File: src/design/me_config.svh
`ifndef ME_CONFIG_SVH
`define ME_CONFIG_SVH

// operand, modulus and result width
`define ME_WIDTH 32

// exponent width, one square per exponent bit
`define ME_EXP_W `ME_WIDTH

// counters that run up to 2*W
`define ME_BIT_CNT_W 7

// montgomery and doubling accumulators need two guard bits
`define ME_ACC_W (`ME_WIDTH + 2)

`endif
File: src/design/me_pkg.sv
`include "me_config.svh"

package me_pkg;

    // sequencer states, in the order they are visited
    typedef enum logic [2:0] {
        ST_IDLE,
        ST_R2,
        ST_TO_MONT_ONE,
        ST_TO_MONT_X,
        ST_SQUARE,
        ST_MULT,
        ST_FROM_MONT
    } me_state_t;

    // multiply operations, operand pair and destination per opcode
    typedef enum logic [2:0] {
        MM_R_ONE,
        MM_X_R,
        MM_SQ,
        MM_MUL,
        MM_ONE
    } mm_op_t;

endpackage

File: src/design/me_top.sv
`include "me_config.svh"

module me_top
    import me_pkg::*;
(
    input  logic                 clk,
    input  logic                 rst_n,
    input  logic                 start,
    input  logic [`ME_WIDTH-1:0] x,
    input  logic [`ME_WIDTH-1:0] y,
    input  logic [`ME_WIDTH-1:0] m,
    output logic                 busy,
    output logic                 valid,
    output logic [`ME_WIDTH-1:0] result
);

    logic                 load;
    logic                 r2_start;
    logic                 r2_done;
    logic                 mm_start;
    logic                 mm_done;
    logic                 prod_wr;
    mm_op_t               mm_op;
    logic [`ME_WIDTH-1:0] m_q;
    logic [`ME_WIDTH-1:0] rou;
    logic [`ME_WIDTH-1:0] mm_a;
    logic [`ME_WIDTH-1:0] mm_b;
    logic [`ME_WIDTH-1:0] product;

    // square-and-multiply sequencer
    me_ctrl u_me_ctrl (
        .clk      (clk),
        .rst_n    (rst_n),
        .start    (start),
        .y        (y),
        .r2_done  (r2_done),
        .mm_done  (mm_done),
        .busy     (busy),
        .valid    (valid),
        .load     (load),
        .r2_start (r2_start),
        .mm_start (mm_start),
        .mm_op    (mm_op),
        .prod_wr  (prod_wr)
    );

    me_operands u_me_operands (
        .clk     (clk),
        .rst_n   (rst_n),
        .load    (load),
        .x       (x),
        .m       (m),
        .rou     (rou),
        .mm_op   (mm_op),
        .prod_wr (prod_wr),
        .product (product),
        .m_q     (m_q),
        .mm_a    (mm_a),
        .mm_b    (mm_b),
        .result  (result)
    );

    mont_mult u_mont_mult (
        .clk     (clk),
        .rst_n   (rst_n),
        .start   (mm_start),
        .a       (mm_a),
        .b       (mm_b),
        .m       (m_q),
        .done    (mm_done),
        .product (product)
    );

    // rou from the captured modulus
    r2_gen u_r2_gen (
        .clk   (clk),
        .rst_n (rst_n),
        .start (r2_start),
        .m     (m_q),
        .done  (r2_done),
        .rou   (rou)
    );

endmodule

File: src/design/me_ctrl.sv
`include "me_config.svh"

module me_ctrl
    import me_pkg::*;
(
    input  logic                 clk,
    input  logic                 rst_n,
    input  logic                 start,
    input  logic [`ME_WIDTH-1:0] y,
    input  logic                 r2_done,
    input  logic                 mm_done,
    output logic                 busy,
    output logic                 valid,
    output logic                 load,
    output logic                 r2_start,
    output logic                 mm_start,
    output mm_op_t               mm_op,
    output logic                 prod_wr
);

    // square counter values, checked before and after the increment
    localparam logic [`ME_BIT_CNT_W-1:0] LAST_SQ = `ME_EXP_W - 1;
    localparam logic [`ME_BIT_CNT_W-1:0] ALL_SQ  = `ME_EXP_W;

    me_state_t                state;
    logic [`ME_EXP_W-1:0]     exp_sr;
    logic [`ME_BIT_CNT_W-1:0] sq_cnt;
    logic                     r2_start_q;
    logic                     mm_start_q;

    // ------------------------------
    // handshake outputs
    // ------------------------------

    assign busy     = (state != ST_IDLE);
    assign load     = start && (state == ST_IDLE);
    assign r2_start = r2_start_q;
    assign mm_start = mm_start_q;

    // product write happens in the done cycle of every multiply
    assign prod_wr  = mm_done;

    // last multiply takes result out of montgomery form
    assign valid    = mm_done && (state == ST_FROM_MONT);

    // opcode follows the state, so it stays put for the whole multiply
    always_comb begin
        case (state)
            ST_TO_MONT_ONE: mm_op = MM_R_ONE;
            ST_TO_MONT_X:   mm_op = MM_X_R;
            ST_SQUARE:      mm_op = MM_SQ;
            ST_MULT:        mm_op = MM_MUL;
            ST_FROM_MONT:   mm_op = MM_ONE;
            default:        mm_op = MM_R_ONE;
        endcase
    end

    // ------------------------------
    // sequencer
    // ------------------------------

    always_ff @(posedge clk or negedge rst_n) begin
        if (!rst_n) begin
            state      <= ST_IDLE;
            exp_sr     <= '0;
            sq_cnt     <= '0;
            r2_start_q <= 1'b0;
            mm_start_q <= 1'b0;
        end else begin
            // both starts are single cycle pulses
            r2_start_q <= 1'b0;
            mm_start_q <= 1'b0;

            case (state)
                ST_IDLE: begin
                    if (load) begin
                        exp_sr     <= y;
                        sq_cnt     <= '0;
                        r2_start_q <= 1'b1;
                        state      <= ST_R2;
                    end
                end

                // wait for rou = 2^(2W) mod m
                ST_R2: begin
                    if (r2_done) begin
                        mm_start_q <= 1'b1;
                        state      <= ST_TO_MONT_ONE;
                    end
                end

                // result = mont(rou, 1)
                ST_TO_MONT_ONE: begin
                    if (mm_done) begin
                        mm_start_q <= 1'b1;
                        state      <= ST_TO_MONT_X;
                    end
                end

                // result2 = mont(x, rou)
                ST_TO_MONT_X: begin
                    if (mm_done) begin
                        mm_start_q <= 1'b1;
                        state      <= ST_SQUARE;
                    end
                end

                // one square per exponent bit, msb first
                ST_SQUARE: begin
                    if (mm_done) begin
                        exp_sr     <= exp_sr << 1;
                        sq_cnt     <= sq_cnt + 1'b1;
                        mm_start_q <= 1'b1;
                        if (exp_sr[`ME_EXP_W-1]) begin
                            state <= ST_MULT;
                        end else if (sq_cnt == LAST_SQ) begin
                            state <= ST_FROM_MONT;
                        end else begin
                            state <= ST_SQUARE;
                        end
                    end
                end

                // bit was one, multiply by montgomery x
                ST_MULT: begin
                    if (mm_done) begin
                        mm_start_q <= 1'b1;
                        if (sq_cnt == ALL_SQ) begin
                            state <= ST_FROM_MONT;
                        end else begin
                            state <= ST_SQUARE;
                        end
                    end
                end

                // result = mont(result, 1), then done
                ST_FROM_MONT: begin
                    if (mm_done) begin
                        state <= ST_IDLE;
                    end
                end

                default: begin
                    state <= ST_IDLE;
                end
            endcase
        end
    end

endmodule

File: src/design/me_operands.sv
`include "me_config.svh"

module me_operands
    import me_pkg::*;
(
    input  logic                 clk,
    input  logic                 rst_n,
    input  logic                 load,
    input  logic [`ME_WIDTH-1:0] x,
    input  logic [`ME_WIDTH-1:0] m,
    input  logic [`ME_WIDTH-1:0] rou,
    input  mm_op_t               mm_op,
    input  logic                 prod_wr,
    input  logic [`ME_WIDTH-1:0] product,
    output logic [`ME_WIDTH-1:0] m_q,
    output logic [`ME_WIDTH-1:0] mm_a,
    output logic [`ME_WIDTH-1:0] mm_b,
    output logic [`ME_WIDTH-1:0] result
);

    localparam logic [`ME_WIDTH-1:0] ONE = 1;

    logic [`ME_WIDTH-1:0] x_q;
    logic [`ME_WIDTH-1:0] result_q;
    logic [`ME_WIDTH-1:0] result2_q;

    // ------------------------------
    // operand select
    // ------------------------------

    // mm_a is the operand scanned bit by bit in the multiplier
    always_comb begin
        case (mm_op)
            MM_R_ONE: begin
                mm_a = rou;
                mm_b = ONE;
            end
            MM_X_R: begin
                mm_a = x_q;
                mm_b = rou;
            end
            MM_SQ: begin
                mm_a = result_q;
                mm_b = result_q;
            end
            MM_MUL: begin
                mm_a = result_q;
                mm_b = result2_q;
            end
            default: begin
                mm_a = result_q;
                mm_b = ONE;
            end
        endcase
    end

    // ------------------------------
    // operand registers
    // ------------------------------

    always_ff @(posedge clk or negedge rst_n) begin
        if (!rst_n) begin
            m_q       <= '0;
            x_q       <= '0;
            result_q  <= '0;
            result2_q <= '0;
        end else begin
            if (load) begin
                m_q <= m;
                x_q <= x;
            end
            // montgomery x goes to result2, everything else to result
            if (prod_wr) begin
                if (mm_op == MM_X_R) begin
                    result2_q <= product;
                end else begin
                    result_q <= product;
                end
            end
        end
    end

    // bypass so the final value is visible in the valid cycle
    assign result = prod_wr ? product : result_q;

endmodule

File: src/design/r2_gen.sv
`include "me_config.svh"

module r2_gen (
    input  logic                 clk,
    input  logic                 rst_n,
    input  logic                 start,
    input  logic [`ME_WIDTH-1:0] m,
    output logic                 done,
    output logic [`ME_WIDTH-1:0] rou
);

    // 2W doublings of 1 give 2^(2W) mod m
    localparam logic [`ME_BIT_CNT_W-1:0] LAST_STEP = 2 * `ME_WIDTH - 1;

    logic [`ME_WIDTH-1:0]     m_q;
    logic [`ME_ACC_W-1:0]     val;
    logic [`ME_ACC_W-1:0]     dbl;
    logic [`ME_BIT_CNT_W-1:0] step_cnt;
    logic                     running;

    assign dbl = {val[`ME_ACC_W-2:0], 1'b0};
    assign rou = val[`ME_WIDTH-1:0];

    // value stays below m after every step
    always_ff @(posedge clk) begin
        if (start) begin
            m_q <= m;
            val <= 1;
        end else if (running) begin
            val <= (dbl >= {2'b00, m_q}) ? dbl - {2'b00, m_q} : dbl;
        end
    end

    always_ff @(posedge clk or negedge rst_n) begin
        if (!rst_n) begin
            running  <= 1'b0;
            step_cnt <= '0;
            done     <= 1'b0;
        end else begin
            done <= 1'b0;
            if (start) begin
                running  <= 1'b1;
                step_cnt <= '0;
            end else if (running) begin
                step_cnt <= step_cnt + 1'b1;
                if (step_cnt == LAST_STEP) begin
                    running <= 1'b0;
                    done    <= 1'b1;
                end
            end
        end
    end

endmodule

File: src/design/mont_mult.sv
`include "me_config.svh"

module mont_mult (
    input  logic                 clk,
    input  logic                 rst_n,
    input  logic                 start,
    input  logic [`ME_WIDTH-1:0] a,
    input  logic [`ME_WIDTH-1:0] b,
    input  logic [`ME_WIDTH-1:0] m,
    output logic                 done,
    output logic [`ME_WIDTH-1:0] product
);

    localparam logic [`ME_BIT_CNT_W-1:0] LAST_BIT = `ME_WIDTH - 1;

    logic [`ME_WIDTH-1:0]     a_sr;
    logic [`ME_WIDTH-1:0]     b_q;
    logic [`ME_WIDTH-1:0]     m_q;
    logic [`ME_ACC_W-1:0]     acc;
    logic [`ME_ACC_W-1:0]     sum_b;
    logic [`ME_ACC_W-1:0]     sum_m;
    logic [`ME_ACC_W-1:0]     acc_red;
    logic [`ME_BIT_CNT_W-1:0] bit_cnt;
    logic                     running;
    logic                     reduce;

    // one radix-2 step: add b if the a bit is set, make even with m
    always_comb begin
        sum_b = acc + (a_sr[0] ? {2'b00, b_q} : '0);
        sum_m = sum_b + (sum_b[0] ? {2'b00, m_q} : '0);
    end

    // acc stays below 2m, so a single subtraction reduces it
    assign acc_red = (acc >= {2'b00, m_q}) ? acc - {2'b00, m_q} : acc;

    // ------------------------------
    // datapath
    // ------------------------------

    always_ff @(posedge clk) begin
        if (start) begin
            a_sr <= a;
            b_q  <= b;
            m_q  <= m;
            acc  <= '0;
        end else if (running) begin
            a_sr <= a_sr >> 1;
            acc  <= sum_m >> 1;
        end
    end

    always_ff @(posedge clk) begin
        if (reduce) begin
            product <= acc_red[`ME_WIDTH-1:0];
        end
    end

    // ------------------------------
    // control
    // ------------------------------

    always_ff @(posedge clk or negedge rst_n) begin
        if (!rst_n) begin
            running <= 1'b0;
            reduce  <= 1'b0;
            bit_cnt <= '0;
            done    <= 1'b0;
        end else begin
            done   <= reduce;
            reduce <= 1'b0;
            if (start) begin
                running <= 1'b1;
                bit_cnt <= '0;
            end else if (running) begin
                bit_cnt <= bit_cnt + 1'b1;
                if (bit_cnt == LAST_BIT) begin
                    running <= 1'b0;
                    reduce  <= 1'b1;
                end
            end
        end
    end

endmodule

File: config.mk
export PLATFORM = sky130hd
export DESIGN_NAME = me_top
export DESIGN_NICKNAME = d
export VERILOG_FILES = /design/src/design/me_pkg.sv /design/src/design/me_top.sv /design/src/design/me_ctrl.sv /design/src/design/me_operands.sv /design/src/design/r2_gen.sv /design/src/design/mont_mult.sv
export VERILOG_INCLUDE_DIRS = /design/src /design/src/design
export SDC_FILE = /design/constraint.sdc
export NUM_CORES = 1
export LEC_CHECK = 0
export BUFFER_PORTS_ARGS = -buffer_cell sky130_fd_sc_hd__buf_2
export CAP_MARGIN = 5
export CORE_UTILIZATION = 50
export DETAILED_ROUTE_END_ITERATION = 12
export GPL_ROUTABILITY_DRIVEN = 0
export HOLD_SLACK_MARGIN = 0.1
export PLACE_DENSITY_LB_ADDON = 0.15
export SYNTH_ARGS = -nofsm -noshare
export SYNTH_HDL_FRONTEND = slang
export SYNTH_SLANG_ARGS = --single-unit
File: constraint.sdc
create_clock -name clk -period 7.8 [get_ports clk]
set_clock_uncertainty 0.2 [all_clocks]
set_input_delay 0.39 -clock clk [delete_from_list [all_inputs] [get_ports clk]]
set_output_delay 0.39 -clock clk [all_outputs]
set_load 0.05 [all_outputs]
==> flow_metrics.tcl <==
set metrics [dict create \
    place_inst 3137 \
    post_drt_wl_per_cell_um 20.0 \
    numCtsBuffers 46 \
    setup_tns_ns 0 \
    rsz0062_at_grt "no" \
    antenna_found_initial 0 \
    hold_depth 4 \
    p_leak_nw 12.9 \
    crit_fanout 32 \
    fin_crit_sh 0.775 \
    nets 2901 \
    tightest_slew_ns 1.00 \
    drc 0 \
    r2r_end "u_mont_mult.acc[31]" \
    htreeDepth 2 \
    critical_path_class "flip-flop to flip-flop" \
    viasPerCell 5.89 \
    yosys_warnings 0 \
    clock_latency_ns 0.59 \
    start_kind "flip-flop" \
    hp-start "start" \
    crit_buf_inv 1 \
    routed_wl_um 66300 \
    overflow 0 \
    ir_drop_uv 189 \
    fp-row-count 80 \
    seq_area_um2 10900 \
    vias 19500 \
    hold_viol_final 0 \
    slew_headroom 0.332 \
    drive_above_1_share 0.158 \
    grt_pass1_vias 18600 \
    cpLargestDelayFamily "simple AND/OR/NAND/NOR gates" \
    cp_slowest_cell "edfxtp_1" \
    holdPathEnd "u_me_ctrl.state[1]" \
    fmax_ghz 0.166 \
    cp.required_ns 8.10 \
    drtPass1Iterations 6 \
    dp_slack_ns 1.81 \
    cts_resized 0 \
    grtUsageTotal 0.266 \
    die_h_um 223 \
    grt_pass1_wl_um 104000 \
    drv_slew 0 \
    cap_violations 0 \
    outcome "finished clean" \
    fin_ws_ns 1.76 \
    syn_nets 2715 \
    instances_no_fill 3320 \
    yosys.cell_types.count 84 \
    dp_hpwl_um 47500 \
    multi_input_area_um2 12700 \
    pin_count 133 \
    ant_nets 0 \
    clkSlewWorstSetupHoldPaths_ns 0.06 \
    postPlaceCellArea_um2 25700 \
    synthCells 2481 \
    stdcell_area_um2 28200 \
    design_power_total_mw 6.09 \
    core_um2 48000 \
    synth_edf_count 160 \
    reg2reg_from "u_mont_mult.a_sr[0]" \
    synthArstFlopShare 0.458 \
    initial_core_util 0.509 \
    fp.dieArea_um2 49800 \
    ys_seq_elements 417 \
    ys_seq_area_frac 0.446 \
    fp.dieW_um 223 \
    ff2ff_setup_slack_ns 1.76 \
    first_iter_violations 1853 \
    cts.sinks 417 \
    num-fill-cells 4068 \
    grt_max_degree 79 \
    slowest_delay_ns 0.80 \
    tritoncts "yes" \
    hold_class "input pin to flip-flop" \
    syn_area_um2 24500 \
    avgSynthCellArea_um2 9.87 \
    fin_hold_ws_ns 0.139 \
    cts_root_buf "clkbuf_16" \
    crit_chain "and2_1, ha_1, inv_1, fa_1, nor2b_4, o31a_1, nor4_4, nor4_4, o2111ai_2, nor2b_1, nor2b_1, a21o_1, a21oi_1, xnor2_1, ha_1, nand4_1, a2111oi_0, o31ai_1, nand3_1, nand2_1, xnor3_1, nand2b_1, a21oi_2" \
    cp.arrival_ns 6.34 \
    setup_violations 0 \
    end_kind "flip-flop" \
    worst_r2r_path_depth 23 \
    utilization 0.587 \
    yosys_most_used_dff "dfrtp_1" \
    antenna_cells 0 \
    clockBufferDepth 3 \
    area_delta_synth_final_pct 15.2 \
    power.density_nw_per_um2 216 \
    finalCriticalPeriod_ns 6.04 \
    io_buffers 132 \
]
## sequential cells by signal, indices dropped and copies added (netlist names), 3 cells and up
signal / cells
u_mont_mult.acc: 33
u_r2_gen.val: 33
u_me_ctrl.exp_sr: 32
u_me_operands.m_q: 32
u_me_operands.result2_q: 32
u_me_operands.result_q: 32
u_me_operands.x_q: 32
u_mont_mult.a_sr: 32
u_mont_mult.b_q: 32
u_mont_mult.m_q: 32
u_mont_mult.product: 32
u_r2_gen.m_q: 32
u_me_ctrl.sq_cnt: 7
u_mont_mult.bit_cnt: 7
u_r2_gen.step_cnt: 7
u_me_ctrl.state: 3
## layer usage
layer	part of all wire	global-route usage	wire length, µm	vias up
met3	0.066	0.0457	4400	120
li1	-	-	-	9333
met1	0.48	0.402	31800	9444
met2	0.42	0.385	28100	642
met4	0.031	0.0899	2040	0
met5	0	0	0	-
## area by class of cell
type,count,share of cell area
multi-input cells,1809,0.449
flip-flops and latches,417,0.387
repair buffers,253,0.0646
clock buffers,70,0.0484
well taps,615,0.0273
inverters,140,0.0186
clock inverters,16,0.00484
## worst register-to-register path, delay by kind of cell (launching register included)
| family | cells | cell delay, ns |
|---|---|---|
| and+or+nand+nor | 10 | 1.74 |
| AOI/OAI and AO/OA | 7 | 1.69 |
| DFF | 1 | 0.80 |
| adders and majority gates | 3 | 1.02 |
| xor gates and xnor gates | 2 | 0.45 |
| buffers and inverters | 1 | 0.06 |
## repair_timing
action	in CTS	in global routing
buffers inserted	0	0
endpoints found under the hold margin	140	0
hold buffers	97	0
## Yosys cell counts, types with 16 or more instances
cell type / count / area [µm²]
clkbuf_1: 95 / 357
ha_1: 131 / 1640
o21bai_1: 16 / 120
a211oi_1: 43 / 323
o211ai_1: 39 / 293
o21ai_0: 183 / 916
nor2b_1: 17 / 106
o21a_1: 17 / 128
dfrtp_1: 191 / 4780
nand2_1: 177 / 664
dfxtp_1: 66 / 1320
a21o_1: 62 / 465
a21oi_1: 164 / 821
nor2_1: 199 / 747
nand3_1: 28 / 140
nor3_1: 65 / 325
mux2_2: 166 / 1870
edfxtp_1: 160 / 4800
mux2i_1: 62 / 621
inv_1: 138 / 518
xnor2_1: 59 / 517
and2_1: 75 / 469
nand4_1: 26 / 163
nand2b_1: 21 / 131
xor2_1: 54 / 473
o22ai_1: 36 / 225
## where the power goes
part	internal (mW)	leakage (nW)	total, mW	switching, mW
registers	2.42	4.44	2.60	0.180
logic	0.576	7.72	1.31	0.737
clock network	1.27	0.741	2.17	0.896
## cells by family after synthesis
family / count (synthesis) / share of synthesized area
multiplexers: 230 / 0.103
AND/OR/NAND/NOR: 665 / 0.130
buffers and inverters: 255 / 0.0396
XOR/XNOR: 114 / 0.0414
adder cells (fa/ha/maj): 135 / 0.0702
AO/OA/AOI/OAI: 665 / 0.171
flip-flops: 417 / 0.446
## layout by cell type (no fill, tap or decap), types with 7 or more instances in the layout
cell type | netlist | routed
nor2_1 | 199 | 196
nor2b_1 | 17 | 17
dfrtp_1 | 191 | 185
buf_2 | 7 | 131
o21ai_1 | 14 | 13
a211oi_1 | 43 | 43
mux2_2 | 166 | 166
xnor2_1 | 59 | 58
o211ai_1 | 39 | 39
edfxtp_1 | 160 | 160
a21oi_1 | 164 | 163
clkbuf_16 | 0 | 49
nand4_1 | 26 | 26
o21ai_0 | 183 | 183
nand3_1 | 28 | 28
nand2b_1 | 21 | 21
clkbuf_1 | 95 | 15
o22ai_1 | 36 | 36
and3_1 | 14 | 14
dlygate4sd3_1 | 0 | 97
clkinv_2 | 0 | 8
dfxtp_1 | 66 | 66
ha_1 | 131 | 131
xor2_1 | 54 | 54
or3_1 | 11 | 11
a31oi_1 | 15 | 15
inv_1 | 138 | 138
mux2i_1 | 62 | 62
nor3_1 | 65 | 65
and2_1 | 75 | 75
o21bai_1 | 16 | 16
nand2_1 | 177 | 177
o21a_1 | 17 | 17
o31ai_1 | 9 | 9
a21o_1 | 62 | 62
clkbuf_8 | 0 | 7
buf_4 | 1 | 24
## worst max-delay path by stage
stage,cells after the start,from,slack (ns),to
after global routing,23,u_mont_mult.a_sr[0],1.11,u_mont_mult.acc[31]
after floorplan,25,u_mont_mult.a_sr[0],2.63,u_mont_mult.acc[30]
after detailed placement,23,u_mont_mult.a_sr[0],1.81,u_mont_mult.acc[31]
after global placement,24,u_mont_mult.a_sr[0],1.96,u_mont_mult.acc[30]
final,23,u_mont_mult.a_sr[0],1.76,u_mont_mult.acc[31]
after CTS,23,u_mont_mult.a_sr[0],1.77,u_mont_mult.acc[31]
Power figures use the tool's default switching activity.
